`src/rtl/pe_array_pkg.sv`:
```
`default_nettype none

package pe_array_pkg;

    //////////////////////////////////////////////////
    // Tag layout
    //////////////////////////////////////////////////

    // Row and column halves of a lock or key
    localparam int ROW_W = 2;
    localparam int COL_W = 2;

    // Lock or key, row in the upper bits
    typedef logic [ROW_W+COL_W-1:0] tag_t;

    //////////////////////////////////////////////////
    // Data stream
    //////////////////////////////////////////////////

    // One operand of a broadcast pair
    typedef logic [15:0] operand_t;

    //////////////////////////////////////////////////
    // APB
    //////////////////////////////////////////////////

    typedef logic [7:0]  apb_addr_t;
    typedef logic [31:0] apb_data_t;

    // Register map
    localparam apb_addr_t REG_CTRL   = 8'h00;
    localparam apb_addr_t REG_LOCK   = 8'h04;
    localparam apb_addr_t REG_KEY    = 8'h08;
    localparam apb_addr_t REG_STATUS = 8'h0C;

    // Field positions inside the write data
    localparam int LOCK_PE_LSB = 8;
    localparam int STATUS_MATCH_LSB = 16;

endpackage

`default_nettype wire

```
`src/rtl/dummy_pe.sv`:
```
`timescale 1ns/10ps
`default_nettype none

module dummy_pe #(
    parameter int DELAY_CYCLES = 10,
    parameter int PE_INDEX     = 0
) (
    input  wire                          clk,
    input  wire                          rst,
    input  wire                          flush,
    input  wire                          kl_valid,
    input  wire                          kl_type,
    input  wire pe_array_pkg::tag_t      kl_data,
    input  wire logic [3:0]              kl_pe,
    input  wire                          in_valid,
    input  wire pe_array_pkg::operand_t  in_a,
    input  wire pe_array_pkg::operand_t  in_b,
    output logic                         configured,
    output logic                         match,
    output logic                         out_valid,
    output pe_array_pkg::operand_t       out_a,
    output pe_array_pkg::operand_t       out_b
);

    // Admission gate
    logic                   admit;
    pe_array_pkg::operand_t gated_a;
    pe_array_pkg::operand_t gated_b;

    // Configuration side
    pe_tag_match #(
        .PE_INDEX(PE_INDEX)
    ) u_tag_match (
        .clk       (clk),
        .rst       (rst),
        .flush     (flush),
        .kl_valid  (kl_valid),
        .kl_type   (kl_type),
        .kl_data   (kl_data),
        .kl_pe     (kl_pe),
        .configured(configured),
        .match     (match)
    );

    // Bubble when not selected, zero data keeps idle stages quiet
    assign admit   = in_valid && match;
    assign gated_a = admit ? in_a : '0;
    assign gated_b = admit ? in_b : '0;

    // Calculation side
    pe_delay_line #(
        .DELAY_CYCLES(DELAY_CYCLES)
    ) u_delay_line (
        .clk      (clk),
        .rst      (rst),
        .in_valid (admit),
        .in_a     (gated_a),
        .in_b     (gated_b),
        .out_valid(out_valid),
        .out_a    (out_a),
        .out_b    (out_b)
    );

endmodule

`default_nettype wire

```
`src/rtl/pe_array_ctrl.sv`:
```
`timescale 1ns/10ps
`default_nettype none

module pe_array_ctrl #(
    parameter int NUM_PE = 4
) (
    input  wire                           clk,
    input  wire                           rst,

    // APB slave
    input  wire                           psel,
    input  wire                           penable,
    input  wire                           pwrite,
    input  wire pe_array_pkg::apb_addr_t  paddr,
    input  wire pe_array_pkg::apb_data_t  pwdata,
    output pe_array_pkg::apb_data_t       prdata,
    output logic                          pready,
    output logic                          pslverr,

    // Configuration broadcast
    output logic                          flush,
    output logic                          kl_valid,
    output logic                          kl_type,
    output pe_array_pkg::tag_t            kl_data,
    output logic [3:0]                    kl_pe,

    // Flags back from the PEs
    input  wire logic [NUM_PE-1:0]        pe_configured,
    input  wire logic [NUM_PE-1:0]        pe_match
);

    // Access phase qualifiers
    logic wr_en;
    logic rd_en;

    // Write decode
    logic wr_ctrl;
    logic wr_lock;
    logic wr_key;

    // Status word
    pe_array_pkg::apb_data_t status;

    //////////////////////////////////////////////////
    // APB handshake
    //////////////////////////////////////////////////

    // No wait states, no error responses
    assign pready  = 1'b1;
    assign pslverr = 1'b0;

    assign wr_en = psel && penable && pwrite;
    assign rd_en = psel && penable && !pwrite;

    assign wr_ctrl = wr_en && (paddr == pe_array_pkg::REG_CTRL);
    assign wr_lock = wr_en && (paddr == pe_array_pkg::REG_LOCK);
    assign wr_key  = wr_en && (paddr == pe_array_pkg::REG_KEY);

    //////////////////////////////////////////////////
    // Broadcast pulses
    //////////////////////////////////////////////////

    // One cycle each, launched at the access edge
    always_ff @(posedge clk or posedge rst) begin
        if (rst) begin
            flush    <= 1'b0;
            kl_valid <= 1'b0;
            kl_type  <= 1'b0;
        end else begin
            flush    <= wr_ctrl && pwdata[0];
            kl_valid <= wr_lock || wr_key;
            // Type held until the next lock or key
            if (wr_lock) begin
                kl_type <= 1'b0;
            end else if (wr_key) begin
                kl_type <= 1'b1;
            end
        end
    end

    // Broadcast payload, only looked at under kl_valid
    always_ff @(posedge clk) begin
        if (wr_lock || wr_key) begin
            kl_data <= pwdata[$bits(pe_array_pkg::tag_t)-1:0];
        end
        // Target index only for a lock
        if (wr_lock) begin
            kl_pe <= pwdata[pe_array_pkg::LOCK_PE_LSB +: 4];
        end
    end

    //////////////////////////////////////////////////
    // Read path
    //////////////////////////////////////////////////

    // Configured flags low, match flags high, unused PE slots zero
    always_comb begin
        status = '0;
        status[NUM_PE-1:0] = pe_configured;
        status[pe_array_pkg::STATUS_MATCH_LSB +: NUM_PE] = pe_match;
    end

    // Combinational in the access phase, zero otherwise
    always_comb begin
        prdata = '0;
        if (rd_en && (paddr == pe_array_pkg::REG_STATUS)) begin
            prdata = status;
        end
    end

endmodule

`default_nettype wire

```
`src/rtl/pe_array_top.sv`:
```
`timescale 1ns/10ps
`default_nettype none

module pe_array_top #(
    parameter int NUM_PE       = 4,
    parameter int DELAY_CYCLES = 10
) (
    input  wire                           clk,
    input  wire                           rst,

    // APB slave
    input  wire                           psel,
    input  wire                           penable,
    input  wire                           pwrite,
    input  wire pe_array_pkg::apb_addr_t  paddr,
    input  wire pe_array_pkg::apb_data_t  pwdata,
    output pe_array_pkg::apb_data_t       prdata,
    output logic                          pready,
    output logic                          pslverr,

    // Operand stream, same beat to every PE
    input  wire                           in_valid,
    input  wire pe_array_pkg::operand_t   in_a,
    input  wire pe_array_pkg::operand_t   in_b,

    // Per-PE results, PE i in slice i
    output logic [NUM_PE-1:0]             out_valid,
    output logic [NUM_PE*16-1:0]          out_a,
    output logic [NUM_PE*16-1:0]          out_b
);

    // Configuration broadcast
    logic               flush;
    logic               kl_valid;
    logic               kl_type;
    pe_array_pkg::tag_t kl_data;
    logic [3:0]         kl_pe;

    // Flags back from the PEs
    logic [NUM_PE-1:0]  pe_configured;
    logic [NUM_PE-1:0]  pe_match;

    //////////////////////////////////////////////////
    // Controller
    //////////////////////////////////////////////////

    pe_array_ctrl #(
        .NUM_PE(NUM_PE)
    ) u_ctrl (
        .clk          (clk),
        .rst          (rst),
        .psel         (psel),
        .penable      (penable),
        .pwrite       (pwrite),
        .paddr        (paddr),
        .pwdata       (pwdata),
        .prdata       (prdata),
        .pready       (pready),
        .pslverr      (pslverr),
        .flush        (flush),
        .kl_valid     (kl_valid),
        .kl_type      (kl_type),
        .kl_data      (kl_data),
        .kl_pe        (kl_pe),
        .pe_configured(pe_configured),
        .pe_match     (pe_match)
    );

    //////////////////////////////////////////////////
    // PE array
    //////////////////////////////////////////////////

    for (genvar i = 0; i < NUM_PE; i++) begin : g_pe
        dummy_pe #(
            .DELAY_CYCLES(DELAY_CYCLES),
            .PE_INDEX    (i)
        ) u_pe (
            .clk       (clk),
            .rst       (rst),
            .flush     (flush),
            .kl_valid  (kl_valid),
            .kl_type   (kl_type),
            .kl_data   (kl_data),
            .kl_pe     (kl_pe),
            .in_valid  (in_valid),
            .in_a      (in_a),
            .in_b      (in_b),
            .configured(pe_configured[i]),
            .match     (pe_match[i]),
            .out_valid (out_valid[i]),
            .out_a     (out_a[i*16 +: 16]),
            .out_b     (out_b[i*16 +: 16])
        );
    end

endmodule

`default_nettype wire

```
`src/rtl/pe_delay_line.sv`:
```
`timescale 1ns/10ps
`default_nettype none

module pe_delay_line #(
    parameter int DELAY_CYCLES = 10
) (
    input  wire                          clk,
    input  wire                          rst,
    input  wire                          in_valid,
    input  wire pe_array_pkg::operand_t  in_a,
    input  wire pe_array_pkg::operand_t  in_b,
    output logic                         out_valid,
    output pe_array_pkg::operand_t       out_a,
    output pe_array_pkg::operand_t       out_b
);

    // Shift stages, index 0 takes the input
    logic                   stage_valid [DELAY_CYCLES];
    pe_array_pkg::operand_t stage_a     [DELAY_CYCLES];
    pe_array_pkg::operand_t stage_b     [DELAY_CYCLES];

    //////////////////////////////////////////////////
    // Shift chain and output register
    //////////////////////////////////////////////////

    always_ff @(posedge clk or posedge rst) begin
        if (rst) begin
            for (int i = 0; i < DELAY_CYCLES; i++) begin
                stage_valid[i] <= 1'b0;
                stage_a[i]     <= '0;
                stage_b[i]     <= '0;
            end
            out_valid <= 1'b0;
            out_a     <= '0;
            out_b     <= '0;
        end else begin
            // Head of the chain
            stage_valid[0] <= in_valid;
            stage_a[0]     <= in_a;
            stage_b[0]     <= in_b;
            // Move every beat one stage on
            for (int i = 1; i < DELAY_CYCLES; i++) begin
                stage_valid[i] <= stage_valid[i-1];
                stage_a[i]     <= stage_a[i-1];
                stage_b[i]     <= stage_b[i-1];
            end
            // Tail into the output register
            out_valid <= stage_valid[DELAY_CYCLES-1];
            out_a     <= stage_a[DELAY_CYCLES-1];
            out_b     <= stage_b[DELAY_CYCLES-1];
        end
    end

endmodule

`default_nettype wire

```
`src/rtl/pe_tag_match.sv`:
```
`timescale 1ns/10ps
`default_nettype none

module pe_tag_match #(
    parameter int PE_INDEX = 0
) (
    input  wire                      clk,
    input  wire                      rst,
    input  wire                      flush,
    input  wire                      kl_valid,
    input  wire                      kl_type,
    input  wire pe_array_pkg::tag_t  kl_data,
    input  wire logic [3:0]          kl_pe,
    output logic                     configured,
    output logic                     match
);

    // Own position on the broadcast bus
    localparam logic [3:0] PE_ID = 4'(PE_INDEX);

    // Stored lock
    pe_array_pkg::tag_t lock_tag;

    // Decoded broadcasts
    logic lock_hit;
    logic key_seen;

    // Lock only counts when addressed to this PE
    assign lock_hit = kl_valid && !kl_type && (kl_pe == PE_ID);
    // Every PE evaluates a key
    assign key_seen = kl_valid && kl_type;

    //////////////////////////////////////////////////
    // Lock, configured and match registers
    //////////////////////////////////////////////////

    always_ff @(posedge clk or posedge rst) begin
        if (rst) begin
            lock_tag   <= '0;
            configured <= 1'b0;
            match      <= 1'b0;
        end else if (flush) begin
            // Drop the whole configuration
            lock_tag   <= '0;
            configured <= 1'b0;
            match      <= 1'b0;
        end else if (lock_hit) begin
            // New lock, old selection no longer valid
            lock_tag   <= kl_data;
            configured <= 1'b1;
            match      <= 1'b0;
        end else if (key_seen) begin
            // Unconfigured PE never matches
            match <= configured && (lock_tag == kl_data);
        end
    end

endmodule

`default_nettype wire

```
`config.mk`:
```
export PLATFORM = sky130hd
export DESIGN_NAME = pe_array_top
export DESIGN_NICKNAME = d
export VERILOG_FILES = /design/src/rtl/pe_array_pkg.sv /design/src/rtl/dummy_pe.sv /design/src/rtl/pe_array_ctrl.sv /design/src/rtl/pe_array_top.sv /design/src/rtl/pe_delay_line.sv /design/src/rtl/pe_tag_match.sv
export SDC_FILE = /design/constraint.sdc
export NUM_CORES = 2
export LEC_CHECK = 0
export ABC_AREA = 1
export BUFFER_PORTS_ARGS = -buffer_cell sky130_fd_sc_hd__buf_2
export CORE_MARGIN = 4
export CORE_UTILIZATION = 40
export CTS_CLUSTER_DIAMETER = 150
export DETAILED_ROUTE_END_ITERATION = 7
export GPL_TIMING_DRIVEN = 0
export PLACE_DENSITY = 0.53
export SYNTH_ARGS = -nofsm -noshare
export SYNTH_HDL_FRONTEND = slang
export SYNTH_SLANG_ARGS = --single-unit
```
`constraint.sdc`:
```
create_clock -name clk -period 123.7 [get_ports clk]
set_input_delay 6.185 -clock clk [delete_from_list [all_inputs] [get_ports clk]]
set_output_delay 6.185 -clock clk [all_outputs]
set_load 0.1 [all_outputs]
```
==> results.sh <==
export IMPL_final_period_minus_worst_setup_slack_ps=13700
export IMPL_placeableCoreArea_um2=96700
export IMPL_max_slew_margin=0.318
export IMPL_syn_inst=1898
export IMPL_cts_tree="yes"
export IMPL_initial_core_util=0.404
export IMPL_grt_pass1_wl_um=87200
export IMPL_synth_distinct_cells=26
export IMPL_synth_sequential_area_ratio=0.954
export IMPL_dieWidth_um=320
export IMPL_placementRows=114
export IMPL_route_detailed_vias_per_inst=4.05
export IMPL_synthAdderAreaFrac=0
export IMPL_syn_area_um2=39000
export IMPL_synthTopCellsByArea="dfrtp_1 95%, nor2_1 1.5%, inv_1 0.73%"
export IMPL_timing_reg2reg_worst_path_depth=3
export IMPL_run_status="finished, final reports clean"
export IMPL_final_report_hold_violation_count=0
export IMPL_worstPathMaxFanout=8
export IMPL_postRouteAntennaNets=0
export IMPL_cap_violations=0
export IMPL_drive_gt1_frac=0.201
export IMPL_area_share_of_xor_xnor_cells_in_the_synthesized_design=0.000449
export IMPL_die_height_um=320
export IMPL_fraction_of_power_consumed_by_the_clock_network=0.457
export IMPL_worstPathRequired_ps=117510
export IMPL_cp_capture_type="primary output"
export IMPL_r2r_start="g_pe[0].u_pe.u_tag_match.match$_DFFE_PP0P_"
export IMPL_grt_pass1_vias=16400
export IMPL_postLayoutCellArea_um2=46900
export IMPL_detailedPlacementHpwl_um=29000
export IMPL_post_synth_top_area_cell="dfrtp_1"
export IMPL_finalMaxSlewViolations=0
export IMPL_netSwitchingPower_uw=191
export IMPL_cts_path_max_buffers=3
export IMPL_ys_seq_elements=1487
export IMPL_drt_wl_total_um=52200
export IMPL_switching_share=0.203
export IMPL_worst_setup_hold_path_clk_slew_ps=60
export IMPL_synth_warnings=0
export IMPL_setup_viol=0
export IMPL_synth_mux_area_fraction=0
export IMPL_grt_setup_unrepaired="false"
export IMPL_fin_nets=2353
export IMPL_worst_hold_path_num_cells=0
export IMPL_antenna_found_initial=2
export IMPL_power_report_internal_total_uw=748
export IMPL_synthesis_area_per_instance_um2=20.6
export IMPL_p_leak_nw=25.4
export IMPL_first_iter_violations=1008
export IMPL_tns_setup_ps=0
export IMPL_detail_route_wl_per_cell_um=14.2
export IMPL_layout_worst_path_cycle_share=0.111
export IMPL_critical_path_top_delay_family="simple AND/OR/NAND/NOR gates"
export IMPL_power_share_sequential=0.523
export IMPL_cts_hold_buffers_added=0
export IMPL_critical_path_buf_inv_count=2
export IMPL_clock_fmax_mhz=73.0
export IMPL_max_vdd_ir_drop_mv=0.0105
export IMPL_slowest_stage="buf_2"
export IMPL_cts_sinks=1487
export IMPL_grt_max_degree=134
export IMPL_portBuffers=193
export IMPL_globalRouteOverflowTotal=0
export IMPL_path_class="input pin to primary output"
export IMPL_finalClockSkew_ps=17.3
export IMPL_min_to="g_pe[1].u_pe.u_delay_line.stage_a[86]$_DFF_PP0_"
export IMPL_synth_compound_area_share=0.00304
export IMPL_dr_pass1_iterations=5
export IMPL_worstHoldPathType="register to register"
export IMPL_min_delay_start="g_pe[1].u_pe.u_delay_line.stage_a[102]$_DFF_PP0_"
export IMPL_synth_top_family_by_area="simple AND/OR/NAND/NOR gates"
export IMPL_drc_errors=0
export IMPL_clock_latency_ps=730
export IMPL_cts_htree_levels=4
export IMPL_track_usage=0.108
export IMPL_regToRegEndpoint="g_pe[0].u_pe.u_delay_line.stage_b[156]$_DFF_PP0_"
export IMPL_synthDominantCellAreaShare=0.948
export IMPL_via_count=14900
export IMPL_pin_count=244
export IMPL_most_frequent_cp_cell="buf_2"
export IMPL_yosys_area_share_simple=0.0275
export IMPL_die_footprint_um2=103000
export IMPL_timing_critical_path_arrival_ps=7520
export IMPL_worst_slew_pin_slew_ps=1020
export IMPL_cts_buffers_inserted=145
export IMPL_combPwrFrac=0.020
export IMPL_post_cts_setup_buffer_count=0
export IMPL_cts_resized=0
export IMPL_ctsRootBufferMaster="clkbuf_16"
export IMPL_cellPowerDensity_nw_per_um2=20.0
export IMPL_area_growth_syn_to_layout_pct=20.1
export IMPL_critical_path_max_stage_delay_ps=450
export IMPL_dpl_instance_area_um2=42100
export IMPL_ff2ff_setup_slack_ps=121870
export IMPL_place_gp_congestion=0.730
export IMPL_critical_path_startpoint_type="input pin"
export IMPL_crit_path_cell_trace="buf_2, or2_1, nor3_2, nand3_2, nor2_1, buf_2"
Yosys cell counts (all sizes together):
cell type / n
dfrtp: 1479
nor2: 161
inv: 77
nand2: 76
buf: 33
nand3: 18
o21ai: 16
clkbuf: 12
edfxtp: 8
a21oi: 7
nor3: 3
conb: 2
nand3b: 2
xnor2: 2
nand4: 1
or2: 1
worst max path at each step:
stage | start | end | slack [ps] | depth (start not counted)
floorplan | rst | g_pe[0].u_pe.u_delay_line.out_a[0]$_DFF_PP0_ | 75800 | 1
global placement | rst | g_pe[0].u_pe.u_delay_line.stage_a[114]$_DFF_PP0_ | 64870 | 2
detailed placement | paddr[7] | prdata[19] | 110000 | 6
CTS | paddr[7] | prdata[19] | 110000 | 6
global route | paddr[7] | prdata[19] | 109930 | 6
finish | paddr[7] | prdata[19] | 110000 | 6
per-stage QoR:
| step | hold slack (ps) | util | setup WS, ps | std cells | power, mW |
|---|---|---|---|---|---|
| 6_report | 339 | 0.485 | 110000 | 3667 | 0.939 |
| 4_1_cts | 338 | 0.485 | 110000 | 3665 | 0.956 |
| 3_3_place_gp | 331 | 0.431 | 64870 | 3391 | 0.520 |
| 3_5_place_dp | 335 | 0.435 | 110000 | 3404 | 0.520 |
| 2_1_floorplan | 331 | - | 75800 | 1922 | 0.515 |
| 5_1_grt | 339 | 0.485 | 109930 | 3665 | 0.980 |
worst reg2reg max path: cells and delay by family (launching register included):
kind                   cells  cell delay [ps]
buffers and inverters      1              810
flip-flops                 1              420
AND/OR/NAND/NOR            2              440
sequential cells by signal, indices dropped and copies added (netlist names), 16 cells and up:
signal	flops
g_pe.u_pe.u_tag_match.lock_tag	16
g_pe.u_pe.u_delay_line.out_b	64
g_pe.u_pe.u_delay_line.out_a	64
g_pe.u_pe.u_delay_line.stage_a	640
g_pe.u_pe.u_delay_line.stage_b	640
g_pe.u_pe.u_delay_line.stage_valid	40
kinds of logic after synthesis:
kind of cell,count (synthesis)
AOI/OAI and AO/OA,23
xor gates and xnor gates,2
buffers and inverters,122
DFF,1487
other,2
and+or+nand+nor,262
layout by cell type (no fill, tap or decap), types with 2 or more instances in the layout:
master      count
a21oi_1         7
nor3_1          2
nand3_2         3
o21ai_1         3
diode_2         2
nor2_1        159
inv_1          75
conb_1         26
dfrtp_1      1479
edfxtp_1        8
bufinv_16       4
buf_4          32
clkinvlp_4      3
nand2_2         4
nand2_1        72
o21ai_0        12
buf_2         194
buf_16         13
nand3_1        15
clkinv_4        2
inv_6          11
inv_16          3
clkinv_2       13
xnor2_1         2
clkbuf_8       42
clkbuf_16     148
clkbuf_1       46
power by group through the flow:
stage | Sequential (mW) | Combinational (mW) | Clock (mW)
6_report | 0.491 | 0.0190 | 0.429
4_1_cts | 0.491 | 0.0200 | 0.446
2_1_floorplan | 0.503 | 0.0122 | 0
3_3_place_gp | 0.502 | 0.0179 | 0
5_1_grt | 0.491 | 0.0218 | 0.467
3_5_place_dp | 0.500 | 0.0199 | 0
layer usage:
| layer | wire length (µm) | up-vias | part of all wire | global-route usage |
|---|---|---|---|---|
| met5 | 0 | - | 0 | 0 |
| met4 | 1800 | 0 | 0.034 | 0.0496 |
| met3 | 3100 | 155 | 0.059 | 0.0360 |
| met2 | 25500 | 371 | 0.49 | 0.168 |
| met1 | 21800 | 7797 | 0.42 | 0.140 |
| li1 | - | 6542 | - | - |
cell type report:
cell class / instances / area, µm²
clock buffer: 224 / 4410
sequential: 1487 / 37300
clock inverter: 37 / 398
fill: 7917 / 49800
inverter: 77 / 297
tap: 1276 / 1600
multi-input combinational: 313 / 1310
timing repair buffer: 206 / 1320
antenna: 2 / 5.00
buffer: 45 / 290
Note: power is estimated with default switching activity, not from simulation.
